## config.mk

```make
export PLATFORM = sky130hd
export DESIGN_NAME = packet_joiner
export DESIGN_NICKNAME = d
export VERILOG_FILES = /design/src/rtl/joiner_pkg.sv /design/src/rtl/arb_if.sv /design/src/rtl/stream_if.sv /design/src/rtl/rr_arbiter.sv /design/src/rtl/stream_mux.sv /design/src/rtl/join_control.sv /design/src/rtl/packet_joiner.sv
export SDC_FILE = /design/constraint.sdc
export NUM_CORES = 1
export LEC_CHECK = 0
export ABC_CLOCK_PERIOD_IN_PS = 2850
export BUFFER_PORTS_ARGS = -buffer_cell sky130_fd_sc_hd__buf_2
export CAP_MARGIN = 20
export CORE_ASPECT_RATIO = 1.2
export CORE_UTILIZATION = 50
export CTS_CLUSTER_DIAMETER = 120
export DETAILED_ROUTE_END_ITERATION = 7
export PLACE_DENSITY = 0.86
export SLEW_MARGIN = 5
export SYNTH_ARGS = -nofsm -noshare
export SYNTH_HDL_FRONTEND = slang
export SYNTH_SLANG_ARGS = --single-unit
export TNS_END_PERCENT = 100
```

## constraint.sdc

```tcl
create_clock -name clk -period 2.85 [get_ports clk]
set_input_delay 0.285 -clock clk [delete_from_list [all_inputs] [get_ports clk]]
set_output_delay 0.285 -clock clk [all_outputs]
set_load 0.02 [all_outputs]
```

## src/rtl/joiner_pkg.sv

```systemverilog
package joiner_pkg;

  // Default geometry of the joiner
  localparam int DEFAULT_CHANNELS = 3;
  localparam int DEFAULT_DATA_WIDTH = 16;

  // Bits needed to index a channel, never less than one
  function automatic int index_width(input int channels);
    return (channels > 2) ? $clog2(channels) : 1;
  endfunction

  // Controller states
  typedef enum logic [1:0] {
    JOIN_IDLE,
    JOIN_OPERATE,
    JOIN_ERROR,
    JOIN_DONE
  } join_state_e;

endpackage

```

## src/rtl/arb_if.sv

```systemverilog
`timescale 1ns/100ps

interface arb_if import joiner_pkg::*; #(
  parameter int CHANNELS = DEFAULT_CHANNELS
) ();

  localparam int INDEX_WIDTH = index_width(CHANNELS);

  // Remaining channels of the current operation
  logic [CHANNELS-1:0]    request;
  // Last beat of a channel accepted
  logic [CHANNELS-1:0]    acknowledge;
  logic [CHANNELS-1:0]    grant;
  logic                   grant_valid;
  logic [INDEX_WIDTH-1:0] grant_index;

  modport ctrl (
    output request,
    input  acknowledge
  );

  modport arb (
    input  request,
    input  acknowledge,
    output grant,
    output grant_valid,
    output grant_index
  );

  modport mux (
    input  request,
    output acknowledge,
    input  grant,
    input  grant_valid,
    input  grant_index
  );

endinterface

```

## src/rtl/stream_if.sv

```systemverilog
`timescale 1ns/100ps

interface stream_if import joiner_pkg::*; #(
  parameter int DATA_WIDTH = DEFAULT_DATA_WIDTH
) ();

  localparam int KEEP_WIDTH = (DATA_WIDTH + 7) / 8;

  logic [DATA_WIDTH-1:0] data;
  logic [KEEP_WIDTH-1:0] keep;
  logic                  valid;
  logic                  ready;
  logic                  last;
  // Beat closes the whole joined packet
  logic                  final_beat;

  modport src (
    output data,
    output keep,
    output valid,
    input  ready,
    output last,
    output final_beat
  );

  modport dst (
    input  data,
    input  keep,
    input  valid,
    output ready,
    input  last,
    input  final_beat
  );

endinterface

```

## src/rtl/rr_arbiter.sv

```systemverilog
`timescale 1ns/100ps

module rr_arbiter import joiner_pkg::*; #(
  parameter int CHANNELS = DEFAULT_CHANNELS
) (
  input  logic clk,
  input  logic int_rst,
  input  logic restart,
  arb_if.arb   arb
);

  localparam int IW = index_width(CHANNELS);

  // Channels strictly above the last grant
  logic [CHANNELS-1:0] prio_mask;
  logic [CHANNELS-1:0] eligible;
  logic [CHANNELS-1:0] pick;
  logic [CHANNELS-1:0] next_grant;
  logic [CHANNELS-1:0] next_above;
  logic [IW-1:0]       next_index;
  logic                grant_acked;

  assign eligible = arb.request & prio_mask;

  // Wrap to the full request set when nothing is left above
  assign pick = (|eligible) ? eligible : arb.request;

  assign grant_acked = |(arb.acknowledge & arb.grant);

  // Lowest set bit wins
  always_comb begin
    next_index = '0;
    for (int i = CHANNELS - 1; i >= 0; i--) begin
      if (pick[i]) begin
        next_index = IW'(i);
      end
    end
  end

  always_comb begin
    next_grant = '0;
    next_above = '0;
    for (int i = 0; i < CHANNELS; i++) begin
      next_grant[i] = pick[i] && (i == int'(next_index));
      next_above[i] = (i > int'(next_index));
    end
  end

  always_ff @(posedge clk) begin
    if (int_rst || restart) begin
      arb.grant       <= '0;
      arb.grant_valid <= 1'b0;
      arb.grant_index <= '0;
      prio_mask       <= '1;
    end else if (arb.grant_valid) begin
      // Blocking: hold until the granted channel is acknowledged
      if (grant_acked) begin
        arb.grant       <= '0;
        arb.grant_valid <= 1'b0;
      end
    end else if (|arb.request) begin
      arb.grant       <= next_grant;
      arb.grant_valid <= 1'b1;
      arb.grant_index <= next_index;
      prio_mask       <= next_above;
    end
  end

endmodule

```

## src/rtl/stream_mux.sv

```systemverilog
`timescale 1ns/100ps

module stream_mux import joiner_pkg::*; #(
  parameter int CHANNELS = DEFAULT_CHANNELS,
  parameter int DATA_WIDTH = DEFAULT_DATA_WIDTH,
  localparam int KEEP_WIDTH = (DATA_WIDTH + 7) / 8
) (
  input  logic                           clk,
  input  logic                           int_rst,
  input  logic                           gate_open,
  arb_if.mux                             arb,

  input  logic [CHANNELS*DATA_WIDTH-1:0] s_tdata,
  input  logic [CHANNELS*KEEP_WIDTH-1:0] s_tkeep,
  input  logic [CHANNELS-1:0]            s_tvalid,
  input  logic [CHANNELS-1:0]            s_tlast,
  output logic [CHANNELS-1:0]            s_tready,

  output logic [DATA_WIDTH-1:0]          m_tdata,
  output logic [KEEP_WIDTH-1:0]          m_tkeep,
  output logic                           m_tvalid,
  output logic                           m_tlast,
  input  logic                           m_tready,

  output logic                           final_sent
);

  stream_if #(.DATA_WIDTH(DATA_WIDTH)) beat ();

  logic path_open;
  logic beat_taken;
  logic out_final;

  // Selector half

  assign path_open = gate_open & arb.grant_valid;

  assign beat.data  = s_tdata[arb.grant_index*DATA_WIDTH +: DATA_WIDTH];
  assign beat.keep  = s_tkeep[arb.grant_index*KEEP_WIDTH +: KEEP_WIDTH];
  assign beat.last  = s_tlast[arb.grant_index];
  assign beat.valid = path_open & s_tvalid[arb.grant_index] & arb.request[arb.grant_index];

  // Only the granted, still requested channel sees ready
  assign s_tready = {CHANNELS{path_open & beat.ready}} & arb.grant & arb.request;

  assign beat_taken = beat.valid & beat.ready;

  assign arb.acknowledge = {CHANNELS{beat_taken & beat.last}} & arb.grant;

  // Nothing left to collect once this channel is acknowledged
  assign beat.final_beat = beat.last & ((arb.request & ~arb.acknowledge) == '0);

  // Output register half

  // Takes a new beat while handing off the held one
  assign beat.ready = ~m_tvalid | m_tready;

  always_ff @(posedge clk) begin
    if (int_rst) begin
      m_tvalid <= 1'b0;
    end else if (beat.ready) begin
      m_tvalid <= beat.valid;
    end
  end

  always_ff @(posedge clk) begin
    if (beat_taken) begin
      m_tdata   <= beat.data;
      m_tkeep   <= beat.keep;
      out_final <= beat.final_beat;
    end
  end

  // Inner packet ends are swallowed
  assign m_tlast = out_final;

  assign final_sent = m_tvalid & m_tready & out_final;

endmodule

```

## src/rtl/join_control.sv

```systemverilog
`timescale 1ns/100ps

module joiner_control import joiner_pkg::*; #(
  parameter int CHANNELS = DEFAULT_CHANNELS
) (
  input  logic                clk,
  input  logic                int_rst,
  input  logic                operation_start,
  input  logic [CHANNELS-1:0] use_channels,
  input  logic                lock,
  input  logic                interrupt,
  input  logic                final_sent,
  arb_if.ctrl                 arb,
  output logic                gate_open,
  output logic                operation_busy,
  output logic                operation_complete,
  output logic                operation_error
);

  join_state_e         state;
  join_state_e         state_next;
  logic [CHANNELS-1:0] mask;
  // Final beat left while the state was frozen by lock
  logic                tail_sent;
  logic                entering;

  always_comb begin
    state_next = state;
    if (!lock) begin
      case (state)
        JOIN_IDLE, JOIN_DONE: begin
          if (operation_start) begin
            state_next = (|use_channels) ? JOIN_OPERATE : JOIN_ERROR;
          end else begin
            state_next = JOIN_IDLE;
          end
        end
        JOIN_OPERATE: begin
          if (final_sent || tail_sent) begin
            state_next = JOIN_DONE;
          end
        end
        JOIN_ERROR: begin
          state_next = JOIN_IDLE;
        end
        default: begin
          state_next = JOIN_IDLE;
        end
      endcase
    end
    // Interrupt overrides lock
    if (interrupt) begin
      state_next = JOIN_IDLE;
    end
  end

  assign entering = (state_next == JOIN_OPERATE) && (state != JOIN_OPERATE);

  always_ff @(posedge clk) begin
    if (int_rst) begin
      state              <= JOIN_IDLE;
      mask               <= '0;
      tail_sent          <= 1'b0;
      operation_busy     <= 1'b0;
      operation_complete <= 1'b0;
      operation_error    <= 1'b0;
    end else begin
      state              <= state_next;
      operation_busy     <= (state_next == JOIN_OPERATE);
      operation_complete <= (state == JOIN_OPERATE) && (state_next == JOIN_DONE);
      operation_error    <= (state != JOIN_ERROR) && (state_next == JOIN_ERROR);

      if (entering) begin
        mask      <= use_channels;
        tail_sent <= 1'b0;
      end else if (state_next == JOIN_OPERATE) begin
        // Drop channels whose packet is in
        mask <= mask & ~arb.acknowledge;
        if (final_sent) begin
          tail_sent <= 1'b1;
        end
      end else begin
        mask      <= '0;
        tail_sent <= 1'b0;
      end
    end
  end

  assign arb.request = mask;

  // Lock only holds off inputs between operations
  assign gate_open = operation_busy | ~lock;

endmodule

```

## src/rtl/packet_joiner.sv

```systemverilog
`timescale 1ns/100ps

module packet_joiner import joiner_pkg::*; #(
  parameter int CHANNELS = DEFAULT_CHANNELS,
  parameter int DATA_WIDTH = DEFAULT_DATA_WIDTH,
  localparam int KEEP_WIDTH = (DATA_WIDTH + 7) / 8
) (
  input  logic                           clk,
  input  logic                           int_rst,

  input  logic                           operation_start,
  input  logic [CHANNELS-1:0]            use_channels,
  input  logic                           lock,
  input  logic                           interrupt,

  output logic                           operation_busy,
  output logic                           operation_complete,
  output logic                           operation_error,
  output logic                           transmission,

  input  logic [CHANNELS*DATA_WIDTH-1:0] s_tdata,
  input  logic [CHANNELS*KEEP_WIDTH-1:0] s_tkeep,
  input  logic [CHANNELS-1:0]            s_tvalid,
  output logic [CHANNELS-1:0]            s_tready,
  input  logic [CHANNELS-1:0]            s_tlast,

  output logic [DATA_WIDTH-1:0]          m_tdata,
  output logic [KEEP_WIDTH-1:0]          m_tkeep,
  output logic                           m_tvalid,
  input  logic                           m_tready,
  output logic                           m_tlast
);

  logic block_rst;
  logic gate_open;
  logic final_sent;

  // Interrupt flushes arbiter and output register
  assign block_rst = int_rst | interrupt;

  arb_if #(.CHANNELS(CHANNELS)) arb ();

  joiner_control #(
    .CHANNELS(CHANNELS)
  ) i_joiner_control (
    .clk                (clk),
    .int_rst            (int_rst),
    .operation_start    (operation_start),
    .use_channels       (use_channels),
    .lock               (lock),
    .interrupt          (interrupt),
    .final_sent         (final_sent),
    .arb                (arb.ctrl),
    .gate_open          (gate_open),
    .operation_busy     (operation_busy),
    .operation_complete (operation_complete),
    .operation_error    (operation_error)
  );

  // Complete pulse marks the done state, next operation starts at channel 0
  rr_arbiter #(
    .CHANNELS(CHANNELS)
  ) i_rr_arbiter (
    .clk     (clk),
    .int_rst (block_rst),
    .restart (operation_complete),
    .arb     (arb.arb)
  );

  stream_mux #(
    .CHANNELS   (CHANNELS),
    .DATA_WIDTH (DATA_WIDTH)
  ) i_stream_mux (
    .clk        (clk),
    .int_rst    (block_rst),
    .gate_open  (gate_open),
    .arb        (arb.mux),
    .s_tdata    (s_tdata),
    .s_tkeep    (s_tkeep),
    .s_tvalid   (s_tvalid),
    .s_tlast    (s_tlast),
    .s_tready   (s_tready),
    .m_tdata    (m_tdata),
    .m_tkeep    (m_tkeep),
    .m_tvalid   (m_tvalid),
    .m_tlast    (m_tlast),
    .m_tready   (m_tready),
    .final_sent (final_sent)
  );

  // High the cycle after each output handshake
  always_ff @(posedge clk) begin
    if (int_rst) begin
      transmission <= 1'b0;
    end else begin
      transmission <= m_tvalid & m_tready;
    end
  end

endmodule

```

### Word-level counts from Yosys, hierarchy flattened

Cells that the tools add are included.

* word-level logic and storage cells: 98
* flip-flop bits (word level): 39
* input bits: 69
* output and inout port bits: 27

* reduce and logical (&&, ||, !) cells: 20
* shifts and indexed selects: 2
* equality and inequality tests: 11
* bitwise operators: 23
* magnitude comparators: 3
* mux-type cells: 24

Operators with widths (number)
* $shiftx 48x7->16: 1
* $and 3x3->3: 6
* $mux 3: 6
* $mux 2: 8
* $reduce_or 3->1: 5
* $and 1x1->1: 9
* $eq 2x2->1 const B: 4
* $bmux 1 s2: 3
* $logic_and 1x1->1: 6
* $mux 1: 6
* $pmux 2 s3: 1
* $shiftx 6x4->2: 1
* $eq 2x1->1 const B: 2
* $eq 2x2->1 const A: 2
* $logic_not 2->1: 2
* $ne 2x2->1 const B: 2
* $not 1->1: 4
* $reduce_and 2->1: 2
* $logic_not 3->1: 1
* $lt 2x3->1 const B: 1
* $not 3->3: 1
* $or 1x1->1: 3
* $gt 1x2->1 const A: 1
* $gt 2x2->1 const A: 1
* other kinds (4): 5

### Depth between registers and ports, before layout

* word-level depth: 12
* gate-level depth with buffers: 7
* depth with buffers taken out: 6

### By module

From an unflattened synthesis, not the netlist that was laid out.

* cell total of the unflattened synthesis: 201
* area total of the unflattened synthesis: 2065.7 µm²

By module, submodules not included
* stream_mux: cells an instance 110, seq. area each 590.6 µm², area each 1198.6 µm², times used 1
* joiner_control: cells an instance 43, seq. area each 180.2 µm², area each 434.2 µm², times used 1
* rr_arbiter: cells an instance 45, seq. area each 180.2 µm², area each 397.9 µm², times used 1
* packet_joiner: cells an instance 3, seq. area each 20.0 µm², area each 35.0 µm², times used 1

### Worst setup path before layout

OpenSTA, ideal clock, no wires.

* kind: reg-to-reg
* start: reg i_stream_mux.m_tvalid
* end: reg i_stream_mux.m_tdata[0] (enable)
* cell stages (with the launch flop): 5
* library setup time: 0.377 ns
* path buffers: 1
* arrival time: 1.545 ns
* period minus slack after synthesis: 1.923 ns
* data required time: 2.473 ns
* path slack: 0.927 ns
* path through: dfxtp_1 -> nor2b_1 -> nor3b_1 -> buf_2 -> and2_1

* cells in the longest elaborated chain, start to end: 3

RTL lines
* start: declaration: RTL line stream_mux.sv:21 `output logic m_tvalid,`
* start signal: assignment: RTL line stream_mux.sv:62 `m_tvalid <= beat.valid;`
* $not 1->1: RTL line stream_mux.sv:56 `assign beat.ready = ~m_tvalid | m_tready;`
* $or 1x1->1: RTL line stream_mux.sv:56
* $and 1x1->1: RTL line stream_mux.sv:46 `assign beat_taken = beat.valid & beat.ready;`
* end signal: assignment: RTL line stream_mux.sv:68 `m_tdata <= beat.data;`
* end: declaration: RTL line stream_mux.sv:19 `output logic [DATA_WIDTH-1:0] m_tdata,`

Every way passes these cells.
A chain may end at the register's enable or synchronous reset.

### Worst setup path in the final report

* start: reg i_rr_arbiter.arb.grant_index[0]
* end: reg i_stream_mux.m_tdata[12] (enable)

* cells in the longest elaborated chain, start to end: 5
* elaborated cells on any way between the ends: 7

RTL lines
* start: declaration: RTL line arb_if.sv:27 `output grant_index`
* start signal: assignment: RTL line rr_arbiter.sv:64 `arb.grant_index <= next_index;`
* $bmux 1 s2: RTL line stream_mux.sv:41 `assign beat.valid = path_open & s_tvalid[arb.grant_index] & arb.request[arb.grant_index];`
* $mux 1 (not written as such): RTL line stream_mux.sv:41
* $and 1x1->1: RTL line stream_mux.sv:41
* $and 1x1->1 *: RTL line stream_mux.sv:41
* $and 1x1->1 *: RTL line stream_mux.sv:46

Every way passes the cells marked *; elsewhere a longest branch is shown, timed or not. The select of a mux whose other input is x is not followed.

==> flow_metrics.py <==
metrics = {
    "clocking": {
        "clkTransAtPathRegs_ns": 0.07,
        "cts.hold.buffers_added": 0,
        "post_cts_buffers": 0,
        "cts.sinks": 39,
        "root_buffer": "clkbuf_8",
        "cts_tree": "yes",
        "cts_resized": 0,
        "clk_path_buf_depth": 2,
        "cts_made_buffers": 5,
        "clkLatencyLatePin_ns": 0.29,
        "cts_max_level": 2,
    },
    "sta": {
        "setup_ws_ns": 0.681,
        "fmax_mhz": 461,
        "fin_tns_setup_ns": 0,
        "hold_viol": 0,
        "rsz0062_at_grt": "no",
        "fin_crit_sh": 0.761,
        "setup-violations-final": 0,
        "worst_pin_slew_ns": 0.452,
        "finalClockSkew_ns": 0.00237,
        "maxSlewHeadroom": 0.697,
        "finalCriticalPeriod_ns": 2.17,
        "slew_viol_final": 0,
    },
    "yosys": {
        "netlist.area_leader.share": 0.284,
        "synth_ff_type": "dfxtp_1",
        "yosysTopAreaCell": "edfxtp_1",
        "synth-async-reset-ratio": 0,
        "synth_seq_cells": 39,
        "yosys-top-cells-area": "edfxtp_1 28%, dfxtp_1 20%, mux2i_1 11%",
        "synth_edf_count": 19,
        "synth-seq-area-share": 0.483,
        "netlist_instances": 198,
        "yosys_warnings": 0,
        "syn-num-nets": 269,
        "netlist_area_um2": 2010,
        "syn_area_per_cell_um2": 10.2,
        "synth_cell_types": 43,
    },
    "global_route": {
        "grt.overflow.total": 0,
        "antenna_found_initial": 0,
        "grt.total_usage": 0.240,
        "grt_start_max_net_pins": 21,
        "grt_pass1_vias": 1735,
        "grt_pass1_wl_um": 7570,
    },
    "placed_design": {
        "gp_congestion": 0.880,
        "place_inst": 341,
        "portBuffers": 95,
        "hpwl_um": 3870,
        "place_ws_ns": 0.689,
    },
    "route": {
        "routed-via-count": 1893,
        "drt-vias-per-instance": 5.42,
        "wire_per_inst_um": 14.3,
        "finalWirelength_um": 4990,
        "drt_iter0_drc": 100,
        "ant_nets": 0,
        "drc": 0,
        "drtPass1Iterations": 4,
    },
    "floorplan": {
        "dieArea_um2": 4280,
        "die_w_um": 59.9,
        "core_area_um2": 3750,
        "ioPinCount": 96,
        "num_rows": 24,
        "start_util": 0.536,
        "die_y_um": 71.5,
    },
    "final_layout": {
        "multi_input_area_um2": 976,
        "n_fill_cell": 297,
        "nets": 367,
        "antenna_cells": 0,
        "final_cells": 349,
        "area_delta_synth_final_pct": 30.7,
        "fin_util": 0.700,
        "seqCellArea_um2": 971,
        "drive_above_1_share": 0.391,
    },
    "outcome": {
        "status": "completed",
    },
    "critical_path": {
        "rr_worst_depth": 4,
        "arrival_ns": 2.17,
        "crit_path_start_kind": "register",
        "crit_path_end_kind": "register",
        "rrSetupSlack_ns": 0.68,
        "reg2reg_to": "i_stream_mux.m_tdata[12]",
        "critical_path_class": "register to register",
        "worst-path-max-fanout": 17,
        "reg2reg_from": "i_rr_arbiter.arb.grant_index[0]",
        "required_ns": 2.85,
    },
    "min_path": {
        "min-delay-start": "int_rst",
        "holdPathEnd": "transmission",
        "hold_path_class": "input port to register",
        "whs_path_depth": 2,
    },
    "power_and_ir_drop": {
        "ir_drop_uv": 352,
        "leakagePower_nw": 1.08,
        "pwr_density_cell_nw_per_um2": 405,
    },
    "job": {
        "maxCapViolCount": 0,
    },
}
layout make-up:
cell class,count,share of cell area
sequential,39,0.369
inverter,6,0.00857
clock inverter,1,0.00190
multi-input combinational,144,0.371
tap,52,0.0248
timing repair buffer,100,0.195
clock buffer,7,0.0290
worst max-delay path by stage:
stage | cells past startpoint | endpoint | startpoint | slack, ns
final | 4 | i_stream_mux.m_tdata[12] | i_rr_arbiter.arb.grant_index[0] | 0.68
after global routing | 4 | i_stream_mux.m_tdata[12] | i_rr_arbiter.arb.grant_index[0] | 0.51
after CTS | 4 | i_stream_mux.m_tdata[12] | i_rr_arbiter.arb.grant_index[0] | 0.67
after detailed placement | 4 | i_stream_mux.m_tdata[12] | i_rr_arbiter.arb.grant_index[0] | 0.69
after global placement | 4 | i_stream_mux.m_tdata[12] | i_rr_arbiter.arb.grant_index[0] | 0.76
after floorplan | 4 | i_stream_mux.m_tdata[0] | i_stream_mux.m_tvalid | 0.93
sequential cells by signal (all words and copies together) (netlist names):
signal	count
i_joiner_control.arb.request	3
i_joiner_control.operation_busy	1
i_joiner_control.operation_complete	1
i_joiner_control.operation_error	1
i_joiner_control.state	2
i_joiner_control.tail_sent	1
i_rr_arbiter.arb.grant	3
i_rr_arbiter.arb.grant_index	2
i_rr_arbiter.arb.grant_valid	1
i_rr_arbiter.prio_mask	3
i_stream_mux.m_tdata	16
i_stream_mux.m_tkeep	2
i_stream_mux.m_tlast	1
i_stream_mux.m_tvalid	1
transmission	1
cell families (layout without fill, tap and decap cells):
kind of cell | Yosys count | in the layout | share of synthesized area
adder cells (fa/ha/maj) | 2 | 2 | 0.0124
AND/OR/NAND/NOR | 67 | 67 | 0.173
AO/OA/AOI/OAI | 53 | 53 | 0.190
flip-flops | 39 | 39 | 0.483
buffers and inverters | 15 | 114 | 0.0317
multiplexers | 22 | 22 | 0.110
critical path, stage by stage (launching register included):
cell	delay (ns)
dfxtp_1	0.45
nand3b_4	0.23
a221oi_4	0.48
and2_1	0.45
buf_4	0.26
through the flow:
step / hold slack [ns] / total power (W) / cell area, um^2
2_1_floorplan: 0.357 / 0.000664 / 2010
3_3_place_gp: 0.447 / 0.000726 / 2550
3_5_place_dp: 0.450 / 0.000729 / 2550
4_1_cts: 0.206 / 0.00107 / 2630
5_1_grt: 0.213 / 0.00111 / 2630
6_report: 0.214 / 0.00107 / 2630
synthesized netlist by cell type (2+ instances only):
cell	instances
clkbuf_1	3
ha_1	2
nor2b_1	3
nand2b_1	4
nand2_1	29
o21ai_0	22
nand4_1	2
edfxtp_1	19
a311oi_1	3
buf_2	6
o21a_1	5
and3_1	3
dfxtp_1	20
and2_1	3
or3_1	3
nor3_1	4
inv_1	6
mux2i_1	22
a21oi_1	4
nor2_1	8
a31oi_1	5
routing by layer:
| layer | vias to the layer above | wire length (um) | global-route usage |
|---|---|---|---|
| met4 | 0 | 116 | 0.101 |
| met1 | 873 | 1940 | 0.266 |
| met5 | - | 0 | 0 |
| li1 | 928 | - | - |
| met2 | 80 | 2630 | 0.422 |
| met3 | 12 | 310 | 0.0650 |
power breakdown:
group	switching, W	internal (W)	leakage [nW]
registers	0.00000558	0.000592	0.333
logic	0.0000580	0.0000621	0.706
clock network	0.000176	0.000171	0.0422
total	0.000239	0.000826	1.08
cells in the final DEF (no fill, tap or decap), types with 2 or more instances in the layout:
master / count
a21oi_1: 4
a311oi_1: 3
a31oi_1: 5
and2_1: 3
and3_1: 3
buf_2: 95
buf_4: 5
clkbuf_1: 2
clkbuf_8: 5
dfxtp_1: 20
edfxtp_1: 19
ha_1: 2
inv_1: 6
mux2i_1: 22
nand2_1: 29
nand2b_1: 4
nand4_1: 2
nor2_1: 8
nor2b_1: 3
nor3_1: 4
o21a_1: 5
o21ai_0: 22
or3_1: 3
Note: power is estimated with default switching activity, not from simulation.
